$ cat src/rtl/mips_isa_pkg.sv
`default_nettype none

package mips_isa_pkg;

    ////////////////////////////////////////////////////////////////////////////
    // Instruction word fields.
    ////////////////////////////////////////////////////////////////////////////

    typedef logic [31:0] instr_t;
    typedef logic [5:0]  opcode_t;
    typedef logic [5:0]  funct_t;
    typedef logic [4:0]  reg_idx_t;
    typedef logic [4:0]  shamt_t;
    typedef logic [15:0] imm16_t;
    typedef logic [25:0] jidx_t;
    typedef logic [31:0] word_t;

    // Link register for JAL.
    localparam reg_idx_t RA_IDX = 5'd31;

    ////////////////////////////////////////////////////////////////////////////
    // Major opcodes.
    ////////////////////////////////////////////////////////////////////////////

    localparam opcode_t OP_RTYPE = 6'h00;
    localparam opcode_t OP_J     = 6'h02;
    localparam opcode_t OP_JAL   = 6'h03;
    localparam opcode_t OP_BEQ   = 6'h04;
    localparam opcode_t OP_BNE   = 6'h05;
    localparam opcode_t OP_ADDIU = 6'h09;
    localparam opcode_t OP_SLTI  = 6'h0a;
    localparam opcode_t OP_ANDI  = 6'h0c;
    localparam opcode_t OP_ORI   = 6'h0d;
    localparam opcode_t OP_XORI  = 6'h0e;
    localparam opcode_t OP_LUI   = 6'h0f;
    localparam opcode_t OP_LW    = 6'h23;
    localparam opcode_t OP_SW    = 6'h2b;

    ////////////////////////////////////////////////////////////////////////////
    // R-type function codes.
    ////////////////////////////////////////////////////////////////////////////

    localparam funct_t FN_SLL  = 6'h00;
    localparam funct_t FN_SRL  = 6'h02;
    localparam funct_t FN_SRA  = 6'h03;
    localparam funct_t FN_JR   = 6'h08;
    localparam funct_t FN_JALR = 6'h09;
    localparam funct_t FN_ADDU = 6'h21;
    localparam funct_t FN_SUBU = 6'h23;
    localparam funct_t FN_AND  = 6'h24;
    localparam funct_t FN_OR   = 6'h25;
    localparam funct_t FN_XOR  = 6'h26;
    localparam funct_t FN_NOR  = 6'h27;
    localparam funct_t FN_SLT  = 6'h2a;

endpackage

`default_nettype wire
$ cat src/rtl/mips_ctrl_pkg.sv
`default_nettype none

package mips_ctrl_pkg;

    import mips_isa_pkg::*;

    typedef enum logic [3:0] {
        ALU_ADD = 4'd0,
        ALU_SUB = 4'd1,
        ALU_AND = 4'd2,
        ALU_OR  = 4'd3,
        ALU_XOR = 4'd4,
        ALU_NOR = 4'd5,
        ALU_SLT = 4'd6,
        ALU_SLL = 4'd7,
        ALU_SRL = 4'd8,
        ALU_SRA = 4'd9,
        ALU_LUI = 4'd10
    } alu_ctrl_e;

    typedef enum logic [1:0] {
        AOP_MEM_ADD    = 2'd0,
        AOP_BRANCH_SUB = 2'd1,
        AOP_RTYPE      = 2'd2,
        AOP_IMM        = 2'd3
    } alu_op_e;

    typedef enum logic [2:0] {
        BR_NONE = 3'd0,
        BR_BEQ  = 3'd1,
        BR_BNE  = 3'd2,
        BR_J    = 3'd3,
        BR_JAL  = 3'd4,
        BR_JR   = 3'd5,
        BR_JALR = 3'd6
    } branch_kind_e;

    // All zero is a bubble.
    typedef struct packed {
        logic      reg_dst;
        logic      reg_write;
        logic      alu_src;
        alu_op_e   alu_op;
        alu_ctrl_e alu_ctrl;
        logic      mem_read;
        logic      mem_write;
        logic      mem_to_reg;
        logic      link;
    } ctrl_t;

    // Write-back request.
    typedef struct packed {
        logic     we;
        reg_idx_t addr;
        word_t    data;
    } wb_t;

    typedef struct packed {
        reg_idx_t     rs;
        reg_idx_t     rt;
        reg_idx_t     rd;
        shamt_t       shamt;
        word_t        ext_imm;
        jidx_t        jidx;
        branch_kind_e branch_kind;
    } fields_t;

    typedef struct packed {
        ctrl_t    ctrl;
        word_t    data_a;
        word_t    data_b;
        word_t    ext_imm;
        reg_idx_t rs;
        reg_idx_t rt;
        reg_idx_t rd;
        shamt_t   shamt;
        word_t    pc_plus1;
    } id_ex_t;

endpackage

`default_nettype wire

$ cat src/rtl/id_stage.sv
`timescale 1ns/10ps
`default_nettype none

module id_stage
    import mips_isa_pkg::*, mips_ctrl_pkg::*;
#(
    parameter int PC_W = 11
)
(
    input  wire              i_clock,
    input  wire              i_arst_n,
    input  wire instr_t      i_instr,
    input  wire [PC_W-1:0]   i_pc_plus1,
    input  wire wb_t         i_wb,
    input  wire              i_stall,
    input  wire              i_flush,
    output id_ex_t           o_id_ex,
    output logic             o_branch_taken,
    output logic [PC_W-1:0]  o_branch_target
);

    localparam id_ex_t BUBBLE = '0;

    fields_t fields;
    word_t   data_a;
    word_t   data_b;
    ctrl_t   ctrl;
    opcode_t opcode;
    funct_t  funct;
    id_ex_t  id_ex_next;

    assign opcode = i_instr[31:26];
    assign funct  = i_instr[5:0];

    id_field_decoder u_field_decoder (
        .i_instr  (i_instr),
        .o_fields (fields)
    );

    id_register_file u_register_file (
        .i_clock  (i_clock),
        .i_arst_n (i_arst_n),
        .i_rs     (fields.rs),
        .i_rt     (fields.rt),
        .i_wb     (i_wb),
        .o_data_a (data_a),
        .o_data_b (data_b)
    );

    id_branch_unit #(
        .PC_W (PC_W)
    ) u_branch_unit (
        .i_fields   (fields),
        .i_data_a   (data_a),
        .i_data_b   (data_b),
        .i_pc_plus1 (i_pc_plus1),
        .o_taken    (o_branch_taken),
        .o_target   (o_branch_target)
    );

    id_control_unit u_control_unit (
        .i_opcode (opcode),
        .i_funct  (funct),
        .o_ctrl   (ctrl)
    );

    ////////////////////////////////////////////////////////////////////////////
    // ID/EX register.
    ////////////////////////////////////////////////////////////////////////////

    always_comb begin
        id_ex_next.ctrl     = ctrl;
        id_ex_next.data_a   = data_a;
        id_ex_next.data_b   = data_b;
        id_ex_next.ext_imm  = fields.ext_imm;
        id_ex_next.rs       = fields.rs;
        id_ex_next.rt       = fields.rt;
        // JAL links into r31.
        id_ex_next.rd       = (fields.branch_kind == BR_JAL) ? RA_IDX : fields.rd;
        id_ex_next.shamt    = fields.shamt;
        id_ex_next.pc_plus1 = {{(32 - PC_W){1'b0}}, i_pc_plus1};
    end

    // Flush wins over stall.
    always_ff @(posedge i_clock or negedge i_arst_n) begin
        if (!i_arst_n) begin
            o_id_ex <= BUBBLE;
        end else if (i_flush) begin
            o_id_ex <= BUBBLE;
        end else if (!i_stall) begin
            o_id_ex <= id_ex_next;
        end
    end

endmodule

`default_nettype wire

$ cat src/rtl/id_control_unit.sv
`timescale 1ns/10ps
`default_nettype none

module id_control_unit
    import mips_isa_pkg::*, mips_ctrl_pkg::*;
(
    input  wire opcode_t i_opcode,
    input  wire funct_t  i_funct,
    output ctrl_t        o_ctrl
);

    ctrl_t     main_ctrl;
    alu_ctrl_e alu_ctrl;

    ////////////////////////////////////////////////////////////////////////////
    // Main decoder.
    ////////////////////////////////////////////////////////////////////////////

    always_comb begin
        main_ctrl = '0;
        case (i_opcode)
            OP_RTYPE: begin
                case (i_funct)
                    FN_ADDU, FN_SUBU, FN_AND, FN_OR, FN_XOR, FN_NOR,
                    FN_SLT, FN_SLL, FN_SRL, FN_SRA: begin
                        main_ctrl.reg_dst   = 1'b1;
                        main_ctrl.reg_write = 1'b1;
                        main_ctrl.alu_op    = AOP_RTYPE;
                    end
                    FN_JALR: begin
                        main_ctrl.reg_dst   = 1'b1;
                        main_ctrl.reg_write = 1'b1;
                        main_ctrl.link      = 1'b1;
                    end
                    // JR and unknown funct codes stay a bubble.
                    default: main_ctrl = '0;
                endcase
            end
            OP_LW: begin
                main_ctrl.alu_src    = 1'b1;
                main_ctrl.mem_read   = 1'b1;
                main_ctrl.mem_to_reg = 1'b1;
                main_ctrl.reg_write  = 1'b1;
                main_ctrl.alu_op     = AOP_MEM_ADD;
            end
            OP_SW: begin
                main_ctrl.alu_src   = 1'b1;
                main_ctrl.mem_write = 1'b1;
                main_ctrl.alu_op    = AOP_MEM_ADD;
            end
            OP_ADDIU, OP_SLTI, OP_ANDI, OP_ORI, OP_XORI, OP_LUI: begin
                main_ctrl.alu_src   = 1'b1;
                main_ctrl.reg_write = 1'b1;
                main_ctrl.alu_op    = AOP_IMM;
            end
            OP_JAL: begin
                main_ctrl.reg_write = 1'b1;
                main_ctrl.link      = 1'b1;
            end
            // Branches and J are resolved here and need nothing downstream.
            default: main_ctrl = '0;
        endcase
    end

    ////////////////////////////////////////////////////////////////////////////
    // ALU control decoder.
    ////////////////////////////////////////////////////////////////////////////

    always_comb begin
        alu_ctrl = ALU_ADD;
        case (main_ctrl.alu_op)
            AOP_MEM_ADD:    alu_ctrl = ALU_ADD;
            AOP_RTYPE: begin
                case (i_funct)
                    FN_SUBU: alu_ctrl = ALU_SUB;
                    FN_AND:  alu_ctrl = ALU_AND;
                    FN_OR:   alu_ctrl = ALU_OR;
                    FN_XOR:  alu_ctrl = ALU_XOR;
                    FN_NOR:  alu_ctrl = ALU_NOR;
                    FN_SLT:  alu_ctrl = ALU_SLT;
                    FN_SLL:  alu_ctrl = ALU_SLL;
                    FN_SRL:  alu_ctrl = ALU_SRL;
                    FN_SRA:  alu_ctrl = ALU_SRA;
                    default: alu_ctrl = ALU_ADD;
                endcase
            end
            AOP_IMM: begin
                case (i_opcode)
                    OP_SLTI: alu_ctrl = ALU_SLT;
                    OP_ANDI: alu_ctrl = ALU_AND;
                    OP_ORI:  alu_ctrl = ALU_OR;
                    OP_XORI: alu_ctrl = ALU_XOR;
                    OP_LUI:  alu_ctrl = ALU_LUI;
                    default: alu_ctrl = ALU_ADD;
                endcase
            end
            default: alu_ctrl = ALU_ADD;
        endcase
    end

    always_comb begin
        o_ctrl          = main_ctrl;
        o_ctrl.alu_ctrl = alu_ctrl;
    end

endmodule

`default_nettype wire

$ cat src/rtl/id_branch_unit.sv
`timescale 1ns/10ps
`default_nettype none

module id_branch_unit
    import mips_isa_pkg::*, mips_ctrl_pkg::*;
#(
    parameter int PC_W = 11
)
(
    input  wire fields_t          i_fields,
    input  wire word_t            i_data_a,
    input  wire word_t            i_data_b,
    input  wire [PC_W-1:0]        i_pc_plus1,
    output logic                  o_taken,
    output logic [PC_W-1:0]       o_target
);

    logic            operands_eq;
    logic [PC_W-1:0] rel_target;

    assign operands_eq = (i_data_a == i_data_b);

    // Word-addressed, so the offset is added without a shift.
    assign rel_target = i_pc_plus1 + i_fields.ext_imm[PC_W-1:0];

    ////////////////////////////////////////////////////////////////////////////
    // Resolve taken flag and target.
    ////////////////////////////////////////////////////////////////////////////

    // Target is zero whenever the branch is not taken.
    always_comb begin
        o_taken  = 1'b0;
        o_target = '0;
        case (i_fields.branch_kind)
            BR_BEQ: begin
                if (operands_eq) begin
                    o_taken  = 1'b1;
                    o_target = rel_target;
                end
            end
            BR_BNE: begin
                if (!operands_eq) begin
                    o_taken  = 1'b1;
                    o_target = rel_target;
                end
            end
            BR_J, BR_JAL: begin
                o_taken  = 1'b1;
                o_target = i_fields.jidx[PC_W-1:0];
            end
            BR_JR, BR_JALR: begin
                o_taken  = 1'b1;
                o_target = i_data_a[PC_W-1:0];
            end
            default: begin
                o_taken  = 1'b0;
                o_target = '0;
            end
        endcase
    end

endmodule

`default_nettype wire

$ cat src/rtl/id_register_file.sv
`timescale 1ns/10ps
`default_nettype none

module id_register_file
    import mips_isa_pkg::*, mips_ctrl_pkg::*;
(
    input  wire         i_clock,
    input  wire         i_arst_n,
    input  wire reg_idx_t i_rs,
    input  wire reg_idx_t i_rt,
    input  wire wb_t    i_wb,
    output word_t       o_data_a,
    output word_t       o_data_b
);

    word_t rf [32];
    logic  wr_en;

    // Index 0 is hardwired to zero.
    assign wr_en = i_wb.we && (i_wb.addr != '0);

    ////////////////////////////////////////////////////////////////////////////
    // Write port.
    ////////////////////////////////////////////////////////////////////////////

    always_ff @(posedge i_clock or negedge i_arst_n) begin
        if (!i_arst_n) begin
            rf <= '{default: '0};
        end else if (wr_en) begin
            rf[i_wb.addr] <= i_wb.data;
        end
    end

    ////////////////////////////////////////////////////////////////////////////
    // Read ports with write-through bypass.
    ////////////////////////////////////////////////////////////////////////////

    function automatic word_t read_port(
        input reg_idx_t idx,
        input wb_t      wb,
        input word_t    stored
    );
        word_t value;
        if (idx == '0) begin
            value = '0;
        end else if (wb.we && (wb.addr == idx)) begin
            value = wb.data;
        end else begin
            value = stored;
        end
        return value;
    endfunction

    assign o_data_a = read_port(i_rs, i_wb, rf[i_rs]);
    assign o_data_b = read_port(i_rt, i_wb, rf[i_rt]);

endmodule

`default_nettype wire

$ cat src/rtl/id_field_decoder.sv
`timescale 1ns/10ps
`default_nettype none

module id_field_decoder
    import mips_isa_pkg::*, mips_ctrl_pkg::*;
(
    input  wire instr_t  i_instr,
    output fields_t      o_fields
);

    opcode_t opcode;
    funct_t  funct;
    imm16_t  imm;
    logic    zero_ext;

    assign opcode = i_instr[31:26];
    assign funct  = i_instr[5:0];
    assign imm    = i_instr[15:0];

    // Logical immediates are unsigned.
    assign zero_ext = (opcode == OP_ANDI) || (opcode == OP_ORI) || (opcode == OP_XORI);

    always_comb begin
        o_fields.rs    = i_instr[25:21];
        o_fields.rt    = i_instr[20:16];
        o_fields.rd    = i_instr[15:11];
        o_fields.shamt = i_instr[10:6];
        o_fields.jidx  = i_instr[25:0];

        if (zero_ext) begin
            o_fields.ext_imm = {16'h0000, imm};
        end else begin
            o_fields.ext_imm = {{16{imm[15]}}, imm};
        end

        o_fields.branch_kind = BR_NONE;
        case (opcode)
            OP_BEQ:   o_fields.branch_kind = BR_BEQ;
            OP_BNE:   o_fields.branch_kind = BR_BNE;
            OP_J:     o_fields.branch_kind = BR_J;
            OP_JAL:   o_fields.branch_kind = BR_JAL;
            OP_RTYPE: begin
                // Register jumps live in the funct field.
                if (funct == FN_JR) begin
                    o_fields.branch_kind = BR_JR;
                end else if (funct == FN_JALR) begin
                    o_fields.branch_kind = BR_JALR;
                end
            end
            default:  o_fields.branch_kind = BR_NONE;
        endcase
    end

endmodule

`default_nettype wire

$ cat config.mk
export PLATFORM = sky130hd
export DESIGN_NAME = id_stage
export DESIGN_NICKNAME = d
export VERILOG_FILES = /design/src/rtl/mips_isa_pkg.sv /design/src/rtl/mips_ctrl_pkg.sv /design/src/rtl/id_stage.sv /design/src/rtl/id_control_unit.sv /design/src/rtl/id_branch_unit.sv /design/src/rtl/id_register_file.sv /design/src/rtl/id_field_decoder.sv
export SDC_FILE = /design/constraint.sdc
export NUM_CORES = 2
export LEC_CHECK = 0
export BUFFER_PORTS_ARGS = -buffer_cell sky130_fd_sc_hd__buf_2
export CAP_MARGIN = 15
export CORE_ASPECT_RATIO = 0.5
export CORE_UTILIZATION = 55
export CTS_CLUSTER_DIAMETER = 50
export DETAILED_ROUTE_END_ITERATION = 8
export HOLD_SLACK_MARGIN = 0.1
export MAX_ROUTING_LAYER = met4
export PLACE_DENSITY = 0.79
export SLEW_MARGIN = 40
export SYNTH_ARGS = -nofsm -noshare
export SYNTH_HDL_FRONTEND = slang
export SYNTH_SLANG_ARGS = --single-unit
$ cat constraint.sdc
create_clock -name i_clock -period 4.39 [get_ports i_clock]
set_input_delay 0.2195 -clock i_clock [delete_from_list [all_inputs] [get_ports i_clock]]
set_output_delay 0.2195 -clock i_clock [all_outputs]
set_load 0.02 [all_outputs]
==> results.sh <==
export IMPL_initial_core_util_pct=55.6
export IMPL_drv_slew=0
export IMPL_yosysMostFrequentCell="dfrtp_1"
export IMPL_grt_start_max_net_pins=130
export IMPL_synth_top_cell_by_area="dfrtp_1"
export IMPL_synthAdderAreaFrac_pct=0.236
export IMPL_routed_wl_um=217000
export IMPL_p_leak_nw=31.3
export IMPL_die_area_um2=113000
export IMPL_synth_warnings=0
export IMPL_synthTopCellsByCount="dfrtp_1, mux2_2, mux4_2"
export IMPL_io_buffers=236
export IMPL_synth_distinct_cells=83
export IMPL_irDropWorstVdd_v=0.000288
export IMPL_slowest_stage="o21ai_1"
export IMPL_drive_gt1_share_pct=50.2
export IMPL_detail_route_wl_per_cell_um=34.9
export IMPL_path_clk_slew_ns=0.07
export IMPL_intPower_mw=22.1
export IMPL_finalCoreUtilization_pct=64.1
export IMPL_place_area_um2=65600
export IMPL_synth_top_family_by_area="multiplexers"
export IMPL_power_density_nw_per_um2=440
export IMPL_grt_pass1_wl_um=315000
export IMPL_dp_hpwl_um=141000
export IMPL_path_class="reg -> out"
export IMPL_p_seq_share_pct=44.5
export IMPL_stdcell_area_um2=70800
export IMPL_min_period_ns=4.62
export IMPL_clock_fmax_ghz=0.217
export IMPL_worst_slack_ns=-0.228
export IMPL_max_stage_delay_ns=0.59
export IMPL_postRouteAntennaNets=0
export IMPL_clock_path_buffers=3
export IMPL_cp_max_fo=6
export IMPL_fin_crit_sh_pct=105
export IMPL_syn_to_final_growth_pct=15.2
export IMPL_clock_root_buffer="clkbuf_16"
export IMPL_p_clk_share_pct=32.5
export IMPL_p_comb_share_pct=23.1
export IMPL_numCtsBuffers=107
export IMPL_p_sw_mw=9.12
export IMPL_gr_total_overflow=0
export IMPL_skew_ns=0.0240
export IMPL_ioPinCount=258
export IMPL_dieWidth_um=475
export IMPL_htree_levels=3
export IMPL_worstPathCellList="mux4_2, a22oi_1, a31oi_1, o21ai_1, xnor2_1, nand4_1, nor4_4, and4_4, o21ai_2, buf_6, buf_12, o221ai_2, buf_4"
export IMPL_synth_top_area_share_pct=46.5
export IMPL_violations="setup timing"
export IMPL_dominantRegCellSynth="dfrtp_1"
export IMPL_drv_cap=0
export IMPL_synth_edff_count=0
export IMPL_grt_antenna_before_repair=17
export IMPL_setup_viol=12
export IMPL_clock_latency_ns=0.73
export IMPL_gp_congestion=1.01
export IMPL_core_area_um2=111000
export IMPL_netlist_top_cells_area="dfrtp_1, mux2_2, mux4_2, mux2i_1, clkbuf_1"
export IMPL_cp_num_buf_inv=3
export IMPL_avgSynthCellArea_um2=14.1
export IMPL_nNetsFinal=4732
export IMPL_syn_area_um2=61500
export IMPL_slew_headroom_pct=35.8
export IMPL_status="finished, violations left"
export IMPL_synth_simple_area_share_pct=3.91
export IMPL_synth_seq_cells=1143
export IMPL_start_kind="flop"
export IMPL_synth_mux_area_share_pct=39.2
export IMPL_seq_area_frac_synth_pct=46.5
export IMPL_cp_required_ns=4.17
export IMPL_grt_pass1_vias=45100
export IMPL_die_height_um=238
export IMPL_grt_total_usage_pct=39.9
export IMPL_vias_per_cell=7.27
export IMPL_cp_end_kind="primary output"
export IMPL_drt_pass1_iter_count=6
export IMPL_hp_class="in -> reg"
export IMPL_dr_total_vias=45300
export IMPL_crit_arrival_ns=4.40
export IMPL_holdWs_ns=0.139
export IMPL_dp_cells=5929
export IMPL_cts_tree="done"
export IMPL_num_rows=86
export IMPL_synth_compound_area_share_pct=5.17
export IMPL_clock_sinks=1143
export IMPL_final_cells=6238
export IMPL_hold_viol=0
export IMPL_postSynth_asyncResetShare_pct=100
export IMPL_switching_share_pct=29.2
export IMPL_tightestPinTransition_ns=0.964
export IMPL_synthCells=4364
export IMPL_grt_setup_unrepaired="true"
export IMPL_synth_xor_area_share_pct=0.769
export IMPL_drc=0
export IMPL_initialDrtViolationCount=6909
export IMPL_critical_path_top_delay_family="compound AO/OA/AOI/OAI gates"
==> per-layer routing <==
| metal | vias to the layer above | wire length, um | track usage, % |
|---|---|---|---|
| met5 | - | 0 | - |
| met4 | 0 | 14900 | 22.3 |
| met3 | 965 | 31200 | 14.5 |
| li1 | 17100 | - | - |
| met2 | 3724 | 93100 | 54.6 |
| met1 | 23500 | 78300 | 51.3 |
==> power by group through the flow <==
stage	Sequential (mW)	Clock, mW	Combinational [mW]
floorplan	13.5	0	4.76
CTS	13.8	10.1	6.97
global placement	13.8	0	6.57
detailed placement	13.9	0	6.78
finish	13.9	10.1	7.19
global route	14.0	10.5	7.50
==> state kept, by name, indices dropped and copies added, names as in the netlist <==
name,count
u_register_file.rf,1024
o_id_ex,119
==> cell type report <==
class                           instances  area (um^2)
Clock inverter                         49          658
Clock buffer                          147         3080
Sequential cell                      1143        28600
Antenna cell                           19         47.5
Multi-Input combinational cell       2719        31000
Fill cell                            7621        39700
Inverter                               17         63.8
Timing Repair Buffer                  648         5480
Tap cell                             1496         1870
==> cells in the final DEF, fill, tap and decap left out, drive strengths merged, types with 23 or more instances in the layout <==
cell type    synthesis  routed
nor3                23      23
buf                244     570
a221oi              29      29
clkbuf             261     147
mux2              1015    1015
a21oi              114     114
nor2               231     231
o211ai              23      23
nor2b               23      23
o22ai               43      43
nand2              105     105
dlygate4sd3          0      78
mux2i              167     167
dfrtp             1143    1143
mux4               488     488
inv                 16      24
xnor2               37      37
a22oi               73      73
o21ai               45      45
clkinv               1      24
==> per-stage QoR <==
step                      power, mW  worst slack [ns]  TNS [ns]
after detailed placement       20.7            -0.386     -4.26
final                          31.2            -0.228     -2.45
after global placement         20.3            -0.370     -3.98
after floorplan                18.3             0.893         0
after CTS                      30.9            -0.149     -1.40
after global routing           32.1            -0.253     -2.77
==> path summary, 6_finish.rpt <==
check / cells past startpoint / to / start / slack (ns)
setup / recovery: 13 / o_branch_target[3] / u_register_file.rf[774] / -0.23
hold / removal: 2 / u_register_file.rf[221] / i_wb[29] / 0.14
setup reg to reg: 7 / o_id_ex[128] / u_register_file.rf[652] / 1.66
hold reg to reg: 0 / u_register_file.rf[1002] / u_register_file.rf[1002] / 0.40
max in group asynchronous: 4 / u_register_file.rf[991] / i_arst_n / 3.19
min in group asynchronous: 3 / u_register_file.rf[712] / i_arst_n / 0.25
==> cells by family after synthesis <==
kind of cell	count (synthesis)
XOR/XNOR	54
adder cells (fa/ha/maj)	11
AND/OR/NAND/NOR	512
AO/OA/AOI/OAI	451
multiplexers	1670
flip-flops	1143
buffers and inverters	522
other	1
==> what timing repair did <==
item,CTS,global route
gates resized for setup,49,42
endpoints found under the hold margin,527,0
pin swaps,18,20
buffers inserted,6,8
hold buffers,79,0
endpoints found under the setup margin,12,12
cloned,1,0
No activity file was read; power rests on OpenSTA's default activity.
